File: src/include/rs_gf_tables.svh
`ifndef RS_GF_TABLES_SVH
`define RS_GF_TABLES_SVH

  //----------------------------------------------------------------------
  // GF(16) tables for the field polynomial x^4 + x + 1
  //----------------------------------------------------------------------

  // alpha^i for i = 0..15
  // entry 15 wraps back to alpha^0 so exponents 0..15 need no modulo
  localparam logic [3:0] exp_table [0:15] = '{
    4'd1,  4'd2,  4'd4,  4'd8,
    4'd3,  4'd6,  4'd12, 4'd11,
    4'd5,  4'd10, 4'd7,  4'd14,
    4'd15, 4'd13, 4'd9,  4'd1
  };

  // discrete log of each element
  // entry 0 has no log, callers test for a zero operand first
  localparam logic [3:0] log_table [0:15] = '{
    4'd0,  4'd0,  4'd1,  4'd4,
    4'd2,  4'd8,  4'd5,  4'd10,
    4'd3,  4'd14, 4'd9,  4'd7,
    4'd6,  4'd13, 4'd11, 4'd12
  };

`endif
File: src/design/rs_pkg.sv
package rs_pkg;

  //----------------------------------------------------------------------
  // code and field constants, RS(15,11) over GF(16)
  //----------------------------------------------------------------------

  localparam int m         = 4;
  localparam int n         = 15;
  localparam int check     = 4;
  localparam int t         = 2;
  localparam int irrpol    = 19;
  localparam int genstart  = 0;
  localparam int sym_err_w = 2;
  localparam int bit_err_w = 4;

  `include "rs_gf_tables.svh"

  // one field element / symbol
  typedef logic [m-1:0]            gf_t;
  // symbol index inside a frame
  typedef logic [$clog2(n)-1:0]    addr_t;
  // buffer page
  typedef logic                    ptr_t;

  //----------------------------------------------------------------------
  // pipeline records
  //----------------------------------------------------------------------

  // syndromes s1..s4 are r(alpha^genstart) .. r(alpha^(genstart+3))
  typedef struct packed {
    logic val;
    ptr_t ptr;
    gf_t  s1;
    gf_t  s2;
    gf_t  s3;
    gf_t  s4;
  } syndrome_t;

  // locator 1 + lambda1*x + lambda2*x^2, evaluator omega0 + omega1*x
  typedef struct packed {
    logic                   val;
    ptr_t                   ptr;
    gf_t                    lambda1;
    gf_t                    lambda2;
    gf_t                    omega0;
    gf_t                    omega1;
    logic [$clog2(t+1)-1:0] deg;
    logic                   decfail;
  } locator_t;

  //----------------------------------------------------------------------
  // field arithmetic
  //----------------------------------------------------------------------

  // log/antilog multiply, log sum folded back into 0..15
  function automatic gf_t gf_mul(input gf_t a, input gf_t b);
    logic [m:0] s;
    s = log_table[a] + log_table[b];
    if (s > 5'd15)
      s = s - 5'd15;
    return ((a == '0) || (b == '0)) ? '0 : exp_table[s[m-1:0]];
  endfunction

  // inverse is alpha^(15 - log a); zero maps to zero
  function automatic gf_t gf_inv(input gf_t a);
    logic [m-1:0] e;
    e = 4'(15 - log_table[a]);
    return (a == '0) ? '0 : exp_table[e];
  endfunction

  function automatic gf_t gf_pow_alpha(input logic [m-1:0] e);
    return exp_table[e];
  endfunction

  // multiply by alpha: shift, then reduce by the field polynomial
  function automatic gf_t gf_xtime(input gf_t a);
    return {a[m-2:0], 1'b0} ^ (a[m-1] ? gf_t'(irrpol) : '0);
  endfunction

endpackage

File: src/design/rs_dec.sv
`timescale 1ns/100ps

module rs_dec (
  input  logic                         iclk,
  input  logic                         ireset,
  input  logic                         iclkena,
  input  logic                         isop,
  input  logic                         ival,
  input  logic                         ieop,
  input  rs_pkg::gf_t                  idat,
  output logic                         osop,
  output logic                         oval,
  output logic                         oeop,
  output logic                         odecfail,
  output rs_pkg::gf_t                  odat,
  output logic [rs_pkg::sym_err_w-1:0] onum_err_sym,
  output logic [rs_pkg::bit_err_w-1:0] onum_err_bit
);

  // input side to buffer
  logic              sc_write;
  rs_pkg::ptr_t      sc_wptr;
  rs_pkg::addr_t     sc_waddr;

  // syndromes to solver, locator to corrector
  rs_pkg::syndrome_t syndrome;
  rs_pkg::locator_t  locator;

  // corrector to buffer and back
  logic              cf_rread;
  rs_pkg::ptr_t      cf_rptr;
  rs_pkg::addr_t     cf_raddr;
  rs_pkg::gf_t       buf_rdata;

  //----------------------------------------------------------------------
  // branch 1, syndromes and error locator
  //----------------------------------------------------------------------

  rs_syndrome_count syndrome_count (
    .iclk     (iclk),
    .ireset   (ireset),
    .iclkena  (iclkena),
    .isop     (isop),
    .ival     (ival),
    .ieop     (ieop),
    .idat     (idat),
    .write    (sc_write),
    .wptr     (sc_wptr),
    .waddr    (sc_waddr),
    .syndrome (syndrome)
  );

  rs_peterson_solver solver (
    .iclk     (iclk),
    .ireset   (ireset),
    .iclkena  (iclkena),
    .syndrome (syndrome),
    .locator  (locator)
  );

  //----------------------------------------------------------------------
  // branch 2, frame storage
  //----------------------------------------------------------------------

  // page pointer travels with the syndromes to keep the branches aligned
  rs_frame_buffer frame_buffer (
    .iclk    (iclk),
    .iclkena (iclkena),
    .write   (sc_write),
    .wptr    (sc_wptr),
    .waddr   (sc_waddr),
    .wdata   (idat),
    .rread   (cf_rread),
    .rptr    (cf_rptr),
    .raddr   (cf_raddr),
    .rdata   (buf_rdata)
  );

  // root search and correction
  rs_chien_forney chien_forney (
    .iclk         (iclk),
    .ireset       (ireset),
    .iclkena      (iclkena),
    .locator      (locator),
    .rread        (cf_rread),
    .rptr         (cf_rptr),
    .raddr        (cf_raddr),
    .rdata        (buf_rdata),
    .osop         (osop),
    .oval         (oval),
    .oeop         (oeop),
    .odat         (odat),
    .odecfail     (odecfail),
    .onum_err_sym (onum_err_sym),
    .onum_err_bit (onum_err_bit)
  );

endmodule

File: src/design/rs_chien_forney.sv
`timescale 1ns/100ps

module rs_chien_forney (
  input  logic                         iclk,
  input  logic                         ireset,
  input  logic                         iclkena,
  input  rs_pkg::locator_t             locator,
  // buffer read port
  output logic                         rread,
  output rs_pkg::ptr_t                 rptr,
  output rs_pkg::addr_t                raddr,
  input  rs_pkg::gf_t                  rdata,
  // corrected stream and status
  output logic                         osop,
  output logic                         oval,
  output logic                         oeop,
  output rs_pkg::gf_t                  odat,
  output logic                         odecfail,
  output logic [rs_pkg::sym_err_w-1:0] onum_err_sym,
  output logic [rs_pkg::bit_err_w-1:0] onum_err_bit
);

  // read sequencer
  logic          rd_run;
  rs_pkg::addr_t rd_cnt;
  rs_pkg::ptr_t  rd_ptr;

  // symbol on its way out of the buffer
  logic          sy_val;
  logic          sy_sop;
  logic          sy_eop;
  rs_pkg::addr_t sy_idx;

  // root search over the whole frame, done when the locator arrives
  logic [rs_pkg::n-1:0]         root_mask;
  logic [$clog2(rs_pkg::n+1)-1:0] root_cnt;

  // per-frame values
  logic [rs_pkg::n-1:0]         fr_root;
  logic                         fr_fail;
  logic [rs_pkg::sym_err_w-1:0] fr_nsym;
  rs_pkg::gf_t                  fr_omega0;
  rs_pkg::gf_t                  fr_omega1;
  rs_pkg::gf_t                  fr_inv_l1;

  // per-symbol correction
  rs_pkg::gf_t                  mag;
  rs_pkg::gf_t                  fix;
  logic [rs_pkg::bit_err_w-1:0] bit_acc;
  logic [rs_pkg::bit_err_w-1:0] bit_nxt;

  //----------------------------------------------------------------------
  // buffer read, index 0 goes out in the locator cycle
  //----------------------------------------------------------------------

  assign rread = locator.val | rd_run;
  assign rptr  = locator.val ? locator.ptr : rd_ptr;
  assign raddr = locator.val ? '0 : rd_cnt;

  always_ff @(posedge iclk or posedge ireset) begin
    if (ireset) begin
      rd_run <= 1'b0;
      rd_cnt <= '0;
      sy_val <= 1'b0;
      sy_sop <= 1'b0;
      sy_eop <= 1'b0;
    end else if (iclkena) begin
      sy_val <= rread;
      sy_sop <= locator.val;
      sy_eop <= rd_run && (rd_cnt == rs_pkg::n - 1);
      if (locator.val) begin
        rd_run <= 1'b1;
        rd_cnt <= 4'd1;
      end else if (rd_run) begin
        rd_run <= (rd_cnt != rs_pkg::n - 1);
        rd_cnt <= rd_cnt + 1'b1;
      end
    end
  end

  //----------------------------------------------------------------------
  // chien search, all positions in parallel
  //----------------------------------------------------------------------

  // index i sits at power n-1-i, so X^-1 = alpha^(i+1)
  always_comb begin : chien
    rs_pkg::gf_t x_inv;
    rs_pkg::gf_t ev;
    root_cnt = '0;
    for (int i = 0; i < rs_pkg::n; i++) begin
      x_inv = rs_pkg::gf_pow_alpha(4'(i + 1));
      ev    = 4'd1 ^ rs_pkg::gf_mul(locator.lambda1, x_inv) ^
              rs_pkg::gf_mul(locator.lambda2, rs_pkg::gf_mul(x_inv, x_inv));
      root_mask[i] = (ev == '0);
      root_cnt     = root_cnt + root_mask[i];
    end
  end

  // latch the frame, fail if the root count disagrees with the degree
  always_ff @(posedge iclk) begin
    if (iclkena && locator.val) begin
      rd_ptr    <= locator.ptr;
      fr_root   <= root_mask;
      fr_fail   <= locator.decfail | (root_cnt != locator.deg);
      fr_nsym   <= root_cnt[rs_pkg::sym_err_w-1:0];
      fr_omega0 <= locator.omega0;
      fr_omega1 <= locator.omega1;
      // lambda'(x) is just lambda1 in char 2
      fr_inv_l1 <= rs_pkg::gf_inv(locator.lambda1);
    end
  end

  //----------------------------------------------------------------------
  // forney, e = X^(1-genstart) * omega(X^-1) / lambda'(X^-1)
  //----------------------------------------------------------------------

  always_ff @(posedge iclk) begin
    if (iclkena)
      sy_idx <= raddr;
  end

  always_comb begin : forney
    rs_pkg::gf_t x_pos;
    x_pos = rs_pkg::gf_pow_alpha(4'(rs_pkg::n - 1 - sy_idx));
    // genstart 0: X * (omega0 + omega1/X) = omega0*X + omega1
    mag = rs_pkg::gf_mul(rs_pkg::gf_mul(fr_omega0, x_pos) ^ fr_omega1, fr_inv_l1);
    // failed frames pass through untouched
    fix = (fr_root[sy_idx] && !fr_fail) ? mag : '0;
    bit_nxt = (sy_sop ? '0 : bit_acc) + fix[0] + fix[1] + fix[2] + fix[3];
  end

  //----------------------------------------------------------------------
  // output stream and status
  //----------------------------------------------------------------------

  always_ff @(posedge iclk) begin
    if (iclkena) begin
      odat <= rdata ^ fix;
      if (sy_val)
        bit_acc <= bit_nxt;
    end
  end

  always_ff @(posedge iclk or posedge ireset) begin
    if (ireset) begin
      osop         <= 1'b0;
      oval         <= 1'b0;
      oeop         <= 1'b0;
      odecfail     <= 1'b0;
      onum_err_sym <= '0;
      onum_err_bit <= '0;
    end else if (iclkena) begin
      osop <= sy_sop;
      oval <= sy_val;
      oeop <= sy_eop;
      // status valid with oeop, held until the next one
      if (sy_eop) begin
        odecfail     <= fr_fail;
        onum_err_sym <= fr_fail ? '0 : fr_nsym;
        onum_err_bit <= bit_nxt;
      end
    end
  end

endmodule

File: src/design/rs_peterson_solver.sv
`timescale 1ns/100ps

module rs_peterson_solver (
  input  logic              iclk,
  input  logic              ireset,
  input  logic              iclkena,
  input  rs_pkg::syndrome_t syndrome,
  output rs_pkg::locator_t  locator
);

  // stage 1 results
  logic         st_val;
  rs_pkg::ptr_t st_ptr;
  rs_pkg::gf_t  st_s1;
  rs_pkg::gf_t  st_s2;
  rs_pkg::gf_t  st_det;
  rs_pkg::gf_t  st_num1;
  rs_pkg::gf_t  st_num2;
  logic         st_zero;

  // stage 2 candidates
  rs_pkg::gf_t      inv_det;
  rs_pkg::gf_t      l1_two;
  rs_pkg::gf_t      l2_two;
  rs_pkg::gf_t      l1_one;
  logic             one_ok;
  rs_pkg::locator_t loc_nxt;

  //----------------------------------------------------------------------
  // stage 1, determinant terms of the 2x2 system
  //----------------------------------------------------------------------

  // s3 + l1*s2 + l2*s1 = 0
  // s4 + l1*s3 + l2*s2 = 0
  always_ff @(posedge iclk or posedge ireset) begin
    if (ireset)
      st_val <= 1'b0;
    else if (iclkena)
      st_val <= syndrome.val;
  end

  always_ff @(posedge iclk) begin
    if (iclkena && syndrome.val) begin
      st_ptr  <= syndrome.ptr;
      st_s1   <= syndrome.s1;
      st_s2   <= syndrome.s2;
      // cramer terms, char 2 so every minus is an xor
      st_det  <= rs_pkg::gf_mul(syndrome.s2, syndrome.s2) ^
                 rs_pkg::gf_mul(syndrome.s1, syndrome.s3);
      st_num1 <= rs_pkg::gf_mul(syndrome.s2, syndrome.s3) ^
                 rs_pkg::gf_mul(syndrome.s1, syndrome.s4);
      st_num2 <= rs_pkg::gf_mul(syndrome.s2, syndrome.s4) ^
                 rs_pkg::gf_mul(syndrome.s3, syndrome.s3);
      st_zero <= (syndrome.s1 | syndrome.s2 | syndrome.s3 | syndrome.s4) == '0;
    end
  end

  //----------------------------------------------------------------------
  // stage 2, pick the degree and form locator and evaluator
  //----------------------------------------------------------------------

  always_comb begin
    inv_det = rs_pkg::gf_inv(st_det);
    l1_two  = rs_pkg::gf_mul(st_num1, inv_det);
    l2_two  = rs_pkg::gf_mul(st_num2, inv_det);
    // single error: s2/s1 = X, and the next ratio must agree
    l1_one  = rs_pkg::gf_mul(st_s2, rs_pkg::gf_inv(st_s1));
    one_ok  = (st_s1 != '0) && (st_s2 != '0) && (st_num2 == '0);

    loc_nxt     = '0;
    loc_nxt.val = st_val;
    loc_nxt.ptr = st_ptr;
    if (st_zero) begin
      // clean frame, degree 0
      loc_nxt.deg = 2'd0;
    end else if (st_det != '0) begin
      loc_nxt.lambda1 = l1_two;
      loc_nxt.lambda2 = l2_two;
      loc_nxt.deg     = 2'd2;
    end else if (one_ok) begin
      loc_nxt.lambda1 = l1_one;
      loc_nxt.deg     = 2'd1;
    end else begin
      loc_nxt.decfail = 1'b1;
    end

    // omega = s(x) * lambda(x) mod x^2
    if (!loc_nxt.decfail) begin
      loc_nxt.omega0 = st_s1;
      loc_nxt.omega1 = st_s2 ^ rs_pkg::gf_mul(loc_nxt.lambda1, st_s1);
    end
  end

  always_ff @(posedge iclk or posedge ireset) begin
    if (ireset)
      locator <= '0;
    else if (iclkena)
      locator <= loc_nxt;
  end

endmodule

File: src/design/rs_frame_buffer.sv
`timescale 1ns/100ps

module rs_frame_buffer (
  input  logic          iclk,
  input  logic          iclkena,
  // write side, driven by the input stream
  input  logic          write,
  input  rs_pkg::ptr_t  wptr,
  input  rs_pkg::addr_t waddr,
  input  rs_pkg::gf_t   wdata,
  // read side, driven by the corrector
  input  logic          rread,
  input  rs_pkg::ptr_t  rptr,
  input  rs_pkg::addr_t raddr,
  output rs_pkg::gf_t   rdata
);

  //----------------------------------------------------------------------
  // two pages of one frame each
  //----------------------------------------------------------------------

  // one page fills while the other drains
  rs_pkg::gf_t mem [2][rs_pkg::n];

  always_ff @(posedge iclk) begin
    if (iclkena && write)
      mem[wptr][waddr] <= wdata;
  end

  // registered read port, data one enabled cycle after rread
  // a same-address write in that cycle returns the old symbol
  always_ff @(posedge iclk) begin
    if (iclkena && rread)
      rdata <= mem[rptr][raddr];
  end

endmodule

File: src/design/rs_syndrome_count.sv
`timescale 1ns/100ps

module rs_syndrome_count (
  input  logic              iclk,
  input  logic              ireset,
  input  logic              iclkena,
  input  logic              isop,
  input  logic              ival,
  input  logic              ieop,
  input  rs_pkg::gf_t       idat,
  output logic              write,
  output rs_pkg::ptr_t      wptr,
  output rs_pkg::addr_t     waddr,
  output rs_pkg::syndrome_t syndrome
);

  // symbol index of the next symbol, page of the frame being received
  rs_pkg::addr_t idx;
  rs_pkg::ptr_t  page;

  // horner accumulators, one per syndrome
  rs_pkg::gf_t   acc     [rs_pkg::check];
  rs_pkg::gf_t   acc_nxt [rs_pkg::check];

  //----------------------------------------------------------------------
  // buffer write side
  //----------------------------------------------------------------------

  // isop forces index 0 even if the previous frame was cut short
  assign write = ival;
  assign wptr  = page;
  assign waddr = isop ? '0 : idx;

  always_ff @(posedge iclk or posedge ireset) begin
    if (ireset) begin
      idx  <= '0;
      page <= 1'b0;
    end else if (iclkena && ival) begin
      idx <= ieop ? '0 : waddr + 1'b1;
      // next frame goes to the other page
      if (ieop)
        page <= ~page;
    end
  end

  //----------------------------------------------------------------------
  // horner evaluation, symbol 0 is the highest power
  //----------------------------------------------------------------------

  always_comb begin : horner
    rs_pkg::gf_t prod;
    for (int j = 0; j < rs_pkg::check; j++) begin
      // acc * alpha^(genstart + j) as a chain of constant shifts
      prod = acc[j];
      for (int k = 0; k < rs_pkg::genstart + j; k++) begin
        prod = rs_pkg::gf_xtime(prod);
      end
      // first symbol of a frame restarts the sum
      acc_nxt[j] = (isop ? '0 : prod) ^ idat;
    end
  end

  always_ff @(posedge iclk) begin
    if (iclkena && ival)
      acc <= acc_nxt;
  end

  // publish at the end of the frame, tagged with its page
  always_ff @(posedge iclk or posedge ireset) begin
    if (ireset) begin
      syndrome <= '0;
    end else if (iclkena) begin
      syndrome.val <= ival & ieop;
      if (ival && ieop) begin
        syndrome.ptr <= page;
        syndrome.s1  <= acc_nxt[0];
        syndrome.s2  <= acc_nxt[1];
        syndrome.s3  <= acc_nxt[2];
        syndrome.s4  <= acc_nxt[3];
      end
    end
  end

endmodule

File: config.mk
export PLATFORM = sky130hd
export DESIGN_NAME = rs_dec
export DESIGN_NICKNAME = d
export VERILOG_FILES = /design/src/design/rs_pkg.sv /design/src/design/rs_dec.sv /design/src/design/rs_chien_forney.sv /design/src/design/rs_peterson_solver.sv /design/src/design/rs_frame_buffer.sv /design/src/design/rs_syndrome_count.sv
export VERILOG_INCLUDE_DIRS = /design/src /design/src/include
export SDC_FILE = /design/constraint.sdc
export NUM_CORES = 1
export LEC_CHECK = 0
export BUFFER_PORTS_ARGS = -buffer_cell sky130_fd_sc_hd__buf_2
export CORE_AREA = 5 5 357 324
export DETAILED_ROUTE_END_ITERATION = 16
export DIE_AREA = 0 0 362 329
export SLEW_MARGIN = 20
export SYNTH_ARGS = -nofsm -noshare
export SYNTH_HDL_FRONTEND = slang
export SYNTH_HIERARCHICAL = 1
export SYNTH_SLANG_ARGS = --single-unit
File: constraint.sdc
create_clock -name iclk -period 30.6 [get_ports iclk]
set_clock_uncertainty 0.1 [all_clocks]
set_input_delay 1.53 -clock iclk [delete_from_list [all_inputs] [get_ports iclk]]
set_output_delay 1.53 -clock iclk [all_outputs]
set_load 0.01 [all_outputs]
==> results of run 1 <==
-- flip-flops by register name (all words and copies together) (netlist names), 15 cells and up --
register                 cells
syndrome_count/acc          16
solver/locator              21
chien_forney/fr_root        15
syndrome_count/syndrome     18
frame_buffer/mem           120
-- layer usage --
metal	vias to the layer above	global-route usage [%]	share of wire (%)
li1	13400	-	-
met1	13200	20.8	48
met2	709	23.1	45
met5	-	0	0
met4	0	3.06	2.2
met3	89	1.32	4.8
-- how the worst max path moves through the flow --
stage / startpoint / to / slack [ns] / cells after the start
6_report: chien_forney/sy_idx[0]$_DFFE_PP_ / chien_forney/onum_err_bit[2]$_DFFE_PP0P_ / 19.09 / 41
4_1_cts: chien_forney/sy_idx[0]$_DFFE_PP_ / chien_forney/onum_err_bit[2]$_DFFE_PP0P_ / 19.13 / 41
2_1_floorplan: chien_forney/sy_idx[0]$_DFFE_PP_ / chien_forney/onum_err_bit[2]$_DFFE_PP0P_ / 20.51 / 42
5_1_grt: chien_forney/sy_idx[0]$_DFFE_PP_ / chien_forney/onum_err_bit[2]$_DFFE_PP0P_ / 18.14 / 41
3_5_place_dp: chien_forney/sy_idx[0]$_DFFE_PP_ / chien_forney/onum_err_bit[2]$_DFFE_PP0P_ / 19.17 / 41
3_3_place_gp: chien_forney/sy_idx[0]$_DFFE_PP_ / chien_forney/onum_err_bit[2]$_DFFE_PP0P_ / 19.47 / 42
-- final cells by class --
class / count / area [um2] / share of cell area [%]
clock buffers: 35 / 769 / 2.16
repair buffers: 50 / 315 / 0.883
well taps: 1487 / 1860 / 5.21
inverters: 301 / 1130 / 3.17
flip-flops and latches: 268 / 7730 / 21.7
clock inverters: 21 / 325 / 0.911
multi-input cells: 2964 / 23600 / 66.0
-- cell families (layout without fill, tap and decap cells) --
kind of cell / Yosys count / in the layout / share of synthesized area [%]
and+or+nand+nor: 1081 / 1081 / 16.1
xor gates and xnor gates: 162 / 162 / 4.48
buffers and inverters: 469 / 407 / 5.73
muxes: 259 / 259 / 11.1
DFF: 268 / 268 / 23.3
adders and majority gates: 497 / 497 / 19.2
AOI/OAI and AO/OA: 965 / 965 / 20.1
-- per-stage QoR --
step | utilization [%] | std cells
6_report | 31.9 | 5126
5_1_grt | 31.9 | 5126
4_1_cts | 31.9 | 5125
3_5_place_dp | 30.9 | 5069
3_3_place_gp | 30.9 | 5069
2_1_floorplan | - | 3701
-- critical path: cells and delay by family, from the launching register on --
family | cells | cell delay [ns]
compound gates | 11 | 2.35
xor+xnor | 4 | 0.95
fa+ha+maj | 12 | 4.33
buf+inv | 2 | 0.36
flops | 1 | 0.73
mux | 5 | 1.68
simple gates | 7 | 0.92
-- cells in the final DEF (no fill, tap or decap), drive strengths merged, types with 22 or more instances in the layout --
| cell type | Yosys | final |
|---|---|---|
| ha | 473 | 473 |
| nand2 | 315 | 315 |
| inv | 298 | 300 |
| nor2 | 279 | 279 |
| a21oi | 210 | 210 |
| edfxtp | 205 | 205 |
| o21ai | 195 | 195 |
| xnor2 | 122 | 122 |
| mux2i | 116 | 116 |
| nand3 | 88 | 88 |
| mux4 | 76 | 76 |
| o211ai | 74 | 74 |
| nor3 | 69 | 69 |
| mux2 | 67 | 67 |
| a211oi | 64 | 64 |
| dfrtp | 63 | 63 |
| nand2b | 54 | 54 |
| a31oi | 52 | 52 |
| nor2b | 51 | 51 |
| a21o | 50 | 50 |
| buf | 63 | 50 |
| xor2 | 40 | 40 |
| or3 | 36 | 36 |
| clkbuf | 105 | 35 |
| o22ai | 33 | 33 |
| and2 | 32 | 32 |
| o31ai | 30 | 30 |
| nor4 | 25 | 25 |
| fa | 23 | 23 |
| and3 | 22 | 22 |
==> impl_metrics.csv, run 1 <==
group,metric,value,unit
worst_setup_path,rr_worst_depth,41,
logic_synthesis,yosys.area.top_type_share,18.5,%
route,via_per_inst,5.34,
final_layout,area_growth,7.57,%
logic_synthesis,synth_area_per_cell,8.97,um2
placement,dp_hpwl,66.8,mm
logic_synthesis,synthesis.nets,4207,
timing,relSlewSlack,29.7,%
clock_network,cts_buffers,30,
worst_setup_path,crit_arrival,11.86,ns
route,wl,88.7,mm
timing,rsz0062_at_grt,"false",
floorplan,die_h,329,um
worst_setup_path,start_kind,"register",
floorplan,core-area,112000,um2
clock_network,ctsLongestPathBuffers,3,
floorplan,dieArea,119000,um2
timing,finalSetupViolCount,0,
logic_synthesis,seq_area_frac_synth,23.3,%
logic_synthesis,synth-warning-count,6,
clock_network,ctsRootBufferMaster,"clkbuf_16",
worst_setup_path,crit_path_max_incr_delay,0.73,ns
hold_path,worstHoldStart,"solver/locator[4]$_DFFE_PP0P_",
route,ant_nets,0,
logic_synthesis,synthFlopType,"edfxtp_1",
worst_setup_path,setup.worst_path.class,"register to register",
route,drtIter0Drc,2624,
clock_network,clock_latency,0.59,ns
placement,placed_area,34600,um2
clock_network,cts_tree,"built",
grt,grt_max_degree,59,
placement,dp_slack,19.17,ns
worst_setup_path,critPathMaxFanout,16,
hold_path,hold_class,"register to register",
final_layout,drive_above_1_share,8.99,%
final_layout,nFillCells,11600,
timing,fin_crit_sh,37.6,%
logic_synthesis,synth-edff-count,205,
worst_setup_path,r2r-start,"chien_forney/sy_idx[0]$_DFFE_PP_",
clock_network,postCtsSetupBuffers,0,
logic_synthesis,synth_cell_type_count,122,
logic_synthesis,synth_area_leaders,"edfxtp_1, ha_1, dfrtp_1, mux4_2, nand2_1",
logic_synthesis,synth_common_cells,"ha_1, nand2_1, inv_1",
worst_setup_path,rr_endpoint,"chien_forney/onum_err_bit[2]$_DFFE_PP0P_",
timing,hold_ws,0.343,ns
clock_network,cts.repair.resized,0,
timing,hold_viol_final,0,
floorplan,rows,117,
timing,worst_pin_slew,1.05,ns
grt,grt_use_total,14.3,%
timing,timing.fmax,86.8,MHz
grt,grt_overflow,0,
grt,grt_first_pass_wirelength,142,mm
worst_setup_path,r2r_setup_slack,19.09,ns
clock_network,postCtsHoldBufs,0,
placement,gp_congestion,0.864,
status,outcome,"finished clean",
timing,drv_slew,0,
clock_network,h-tree-depth,1,
timing,final.setup.tns,0,ns
logic_synthesis,synth_most_common_cell,"ha_1",
final_layout,final_area,35700,um2
hold_path,hold_end,"chien_forney/fr_omega1[1]$_DFFE_PP_",
clock_network,clock-sinks,268,
route,drt_pass1_iterations,6,
worst_setup_path,cp-end-kind,"register",
grt,grt_pass1_vias,25500,
clock_network,path_clk_slew,0.07,ns
route,drc_errors,0,
grt,antenna_found_initial,1,
timing,fin_ws,19.09,ns
logic_synthesis,mappedNetlistArea,33200,um2
logic_synthesis,yosysTopAreaCell,"edfxtp_1",
floorplan,die_w,362,um
floorplan,io_pins,24,
logic_synthesis,synth_cells,3701,
worst_setup_path,required,30.95,ns
worst_setup_path,cpMostUsedCell,"ha_1",
floorplan,start_util,29.6,%
job,cap_violations,0,
final_layout,layout.nets,4121,
placement,portBuffers,23,
route,num_vias,27400,
timing,min_period,11.51,ns
final_layout,diodes,0,
worst_setup_path,cpMaxStageDelayCell,"edfxtp_1",
route,wl_per_cell,17.3,um
logic_synthesis,async_flop_share,23.5,%
logic_synthesis,ys_ff_latch,268,
hold_path,whs_path_depth,0,
Power of run 1 is not shown: default switching activity piles up to over one toggle a cycle in this logic, so the estimate is an artifact.
==> run 2: changes to the inputs <==
==> constraint.sdc (replaced) <==
create_clock -name iclk -period 9.3 [get_ports iclk]
set_clock_uncertainty 0.1 [all_clocks]
set_input_delay 0.465 -clock iclk [delete_from_list [all_inputs] [get_ports iclk]]
set_output_delay 0.465 -clock iclk [all_outputs]
set_load 0.01 [all_outputs]
==> impl_metrics.csv, run 2 (synthesized netlist as in run 1, its figures left out) <==
group,metric,value,unit
route,num_vias,27900,
timing,timing.fmax,110,MHz
worst_setup_path,cp-end-kind,"register",
worst_setup_path,start_kind,"register",
final_layout,layout_commonest_cell,"ha_1",
placement,dp_hpwl,67.7,mm
floorplan,start_util,29.6,%
timing,rsz0062_at_grt,"true",
floorplan,rows,117,
job,cap_violations,0,
final_layout,regMostFlops,"frame_buffer/mem",
worst_setup_path,setup.worst_path.class,"register to register",
timing,fin_crit_sh,97.9,%
placement,placed_area,35500,um2
clock_network,h-tree-depth,1,
clock_network,path_clk_slew,0.07,ns
floorplan,die_h,329,um
route,wl,89.5,mm
timing,drv_slew,0,
floorplan,die_w,362,um
clock_network,ctsRootBufferMaster,"clkbuf_16",
grt,grt_use_total,14.2,%
worst_setup_path,critical-path-top-delay-family,"adder cells",
timing,hold_viol_final,0,
timing,relSlewSlack,28.2,%
timing,worst_pin_slew,1.07,ns
grt,antenna_found_initial,0,
final_layout,largest_reg_flops,120,
final_layout,final_cell_mix,"ha_1, nand2_1, inv_1, nor2_1, edfxtp_1",
status,outcome,"finished clean",
placement,gp_congestion,0.872,
timing,finalSetupViolCount,0,
placement,portBuffers,23,
final_layout,final_area,37400,um2
grt,grt_max_degree,57,
hold_path,hold_class,"input port to register",
worst_setup_path,cpMaxStageDelayCell,"fa_2",
timing,min_period,9.10,ns
worst_setup_path,crit_arrival,9.48,ns
worst_setup_path,crit_buf_inv,2,
final_layout,drive_above_1_share,15.7,%
grt,grt_first_pass_wirelength,141,mm
final_layout,area_growth,12.8,%
clock_network,ctsLongestPathBuffers,3,
floorplan,dieArea,119000,um2
route,ant_nets,0,
floorplan,core-area,112000,um2
route,drtIter0Drc,1966,
route,drc_errors,0,
clock_network,clock_latency,0.60,ns
route,drt_pass1_iterations,6,
worst_setup_path,critPathMaxFanout,5,
clock_network,cts_buffers,29,
route,via_per_inst,5.29,
final_layout,top_regs,"frame_buffer/mem: 120 flops, solver/locator: 21 flops, syndrome_count/syndrome: 18 flops",
final_layout,diodes,0,
worst_setup_path,crit_path_max_incr_delay,0.59,ns
final_layout,layout.nets,4258,
worst_setup_path,required,9.68,ns
grt,grt_pass1_vias,26000,
floorplan,io_pins,24,
grt,grt_overflow,0,
route,wl_per_cell,17.0,um
clock_network,clock-sinks,268,
clock_network,cts_tree,"built",
[run 2: per-layer routing]
| metal | up-vias | wire [um] | global-route usage [%] |
|---|---|---|---|
| li1 | 13600 | - | - |
| met1 | 13500 | 42200 | 20.3 |
| met2 | 670 | 40900 | 23.3 |
| met3 | 96 | 4430 | 1.47 |
| met4 | 0 | 2020 | 2.91 |
| met5 | - | 0 | 0 |
[run 2: repair_timing]
item | in CTS | in global routing
gates resized for setup | 4 | 145
endpoints found under the hold margin | 18 | 0
hold buffers | 1 | 0
cloned | 0 | 0
setup endpoints to repair | 3 | 14
buffers inserted | 8 | 25
pin swaps | 8 | 60
[run 2: per-stage QoR]
step	TNS, ns	instances	hold WS (ns)	util [%]	setup slack, ns
global placement	0	5174	0.301	31.7	0.0781
floorplan	0	3701	0.304	-	0.00531
global route	-0.669	5262	0.0431	33.4	-0.210
finish	0	5262	0.0706	33.4	0.198
detailed placement	-0.171	5174	0.299	31.7	-0.105
CTS	0	5237	0.0324	32.7	0.00413
[run 2: final cells by class]
cell class	instances	area (um2)
Clock inverter	21	287
Timing Repair Buffer	188	1360
Multi-Input combinational cell	2964	24300
Sequential cell	268	7730
Inverter	301	1140
Tap cell	1487	1860
Fill cell	11400	74500
Clock buffer	33	751
[run 2: worst paths after layout]
| kind | endpoint | slack, ns | cells after the start | from |
|---|---|---|---|---|
| max | chien_forney/onum_err_bit[2]$_DFFE_PP0P_ | 0.20 | 40 | chien_forney/sy_idx[1]$_DFFE_PP_ |
| min | syndrome_count/idx[0]$_DFFE_PP0P_ | 0.07 | 2 | ieop |
| max reg2reg | chien_forney/onum_err_bit[2]$_DFFE_PP0P_ | 0.20 | 40 | chien_forney/sy_idx[1]$_DFFE_PP_ |
| min reg2reg | chien_forney/fr_omega0[2]$_DFFE_PP_ | 0.35 | 0 | solver/locator[9]$_DFFE_PP0P_ |
| max in group asynchronous | syndrome_count/syndrome[0]$_DFFE_PP0P_ | 7.89 | 3 | ireset |
| min in group asynchronous | solver/locator[20]$_DFFE_PP0P_ | 0.26 | 3 | ireset |
Power of run 2 is left out for the same reason.
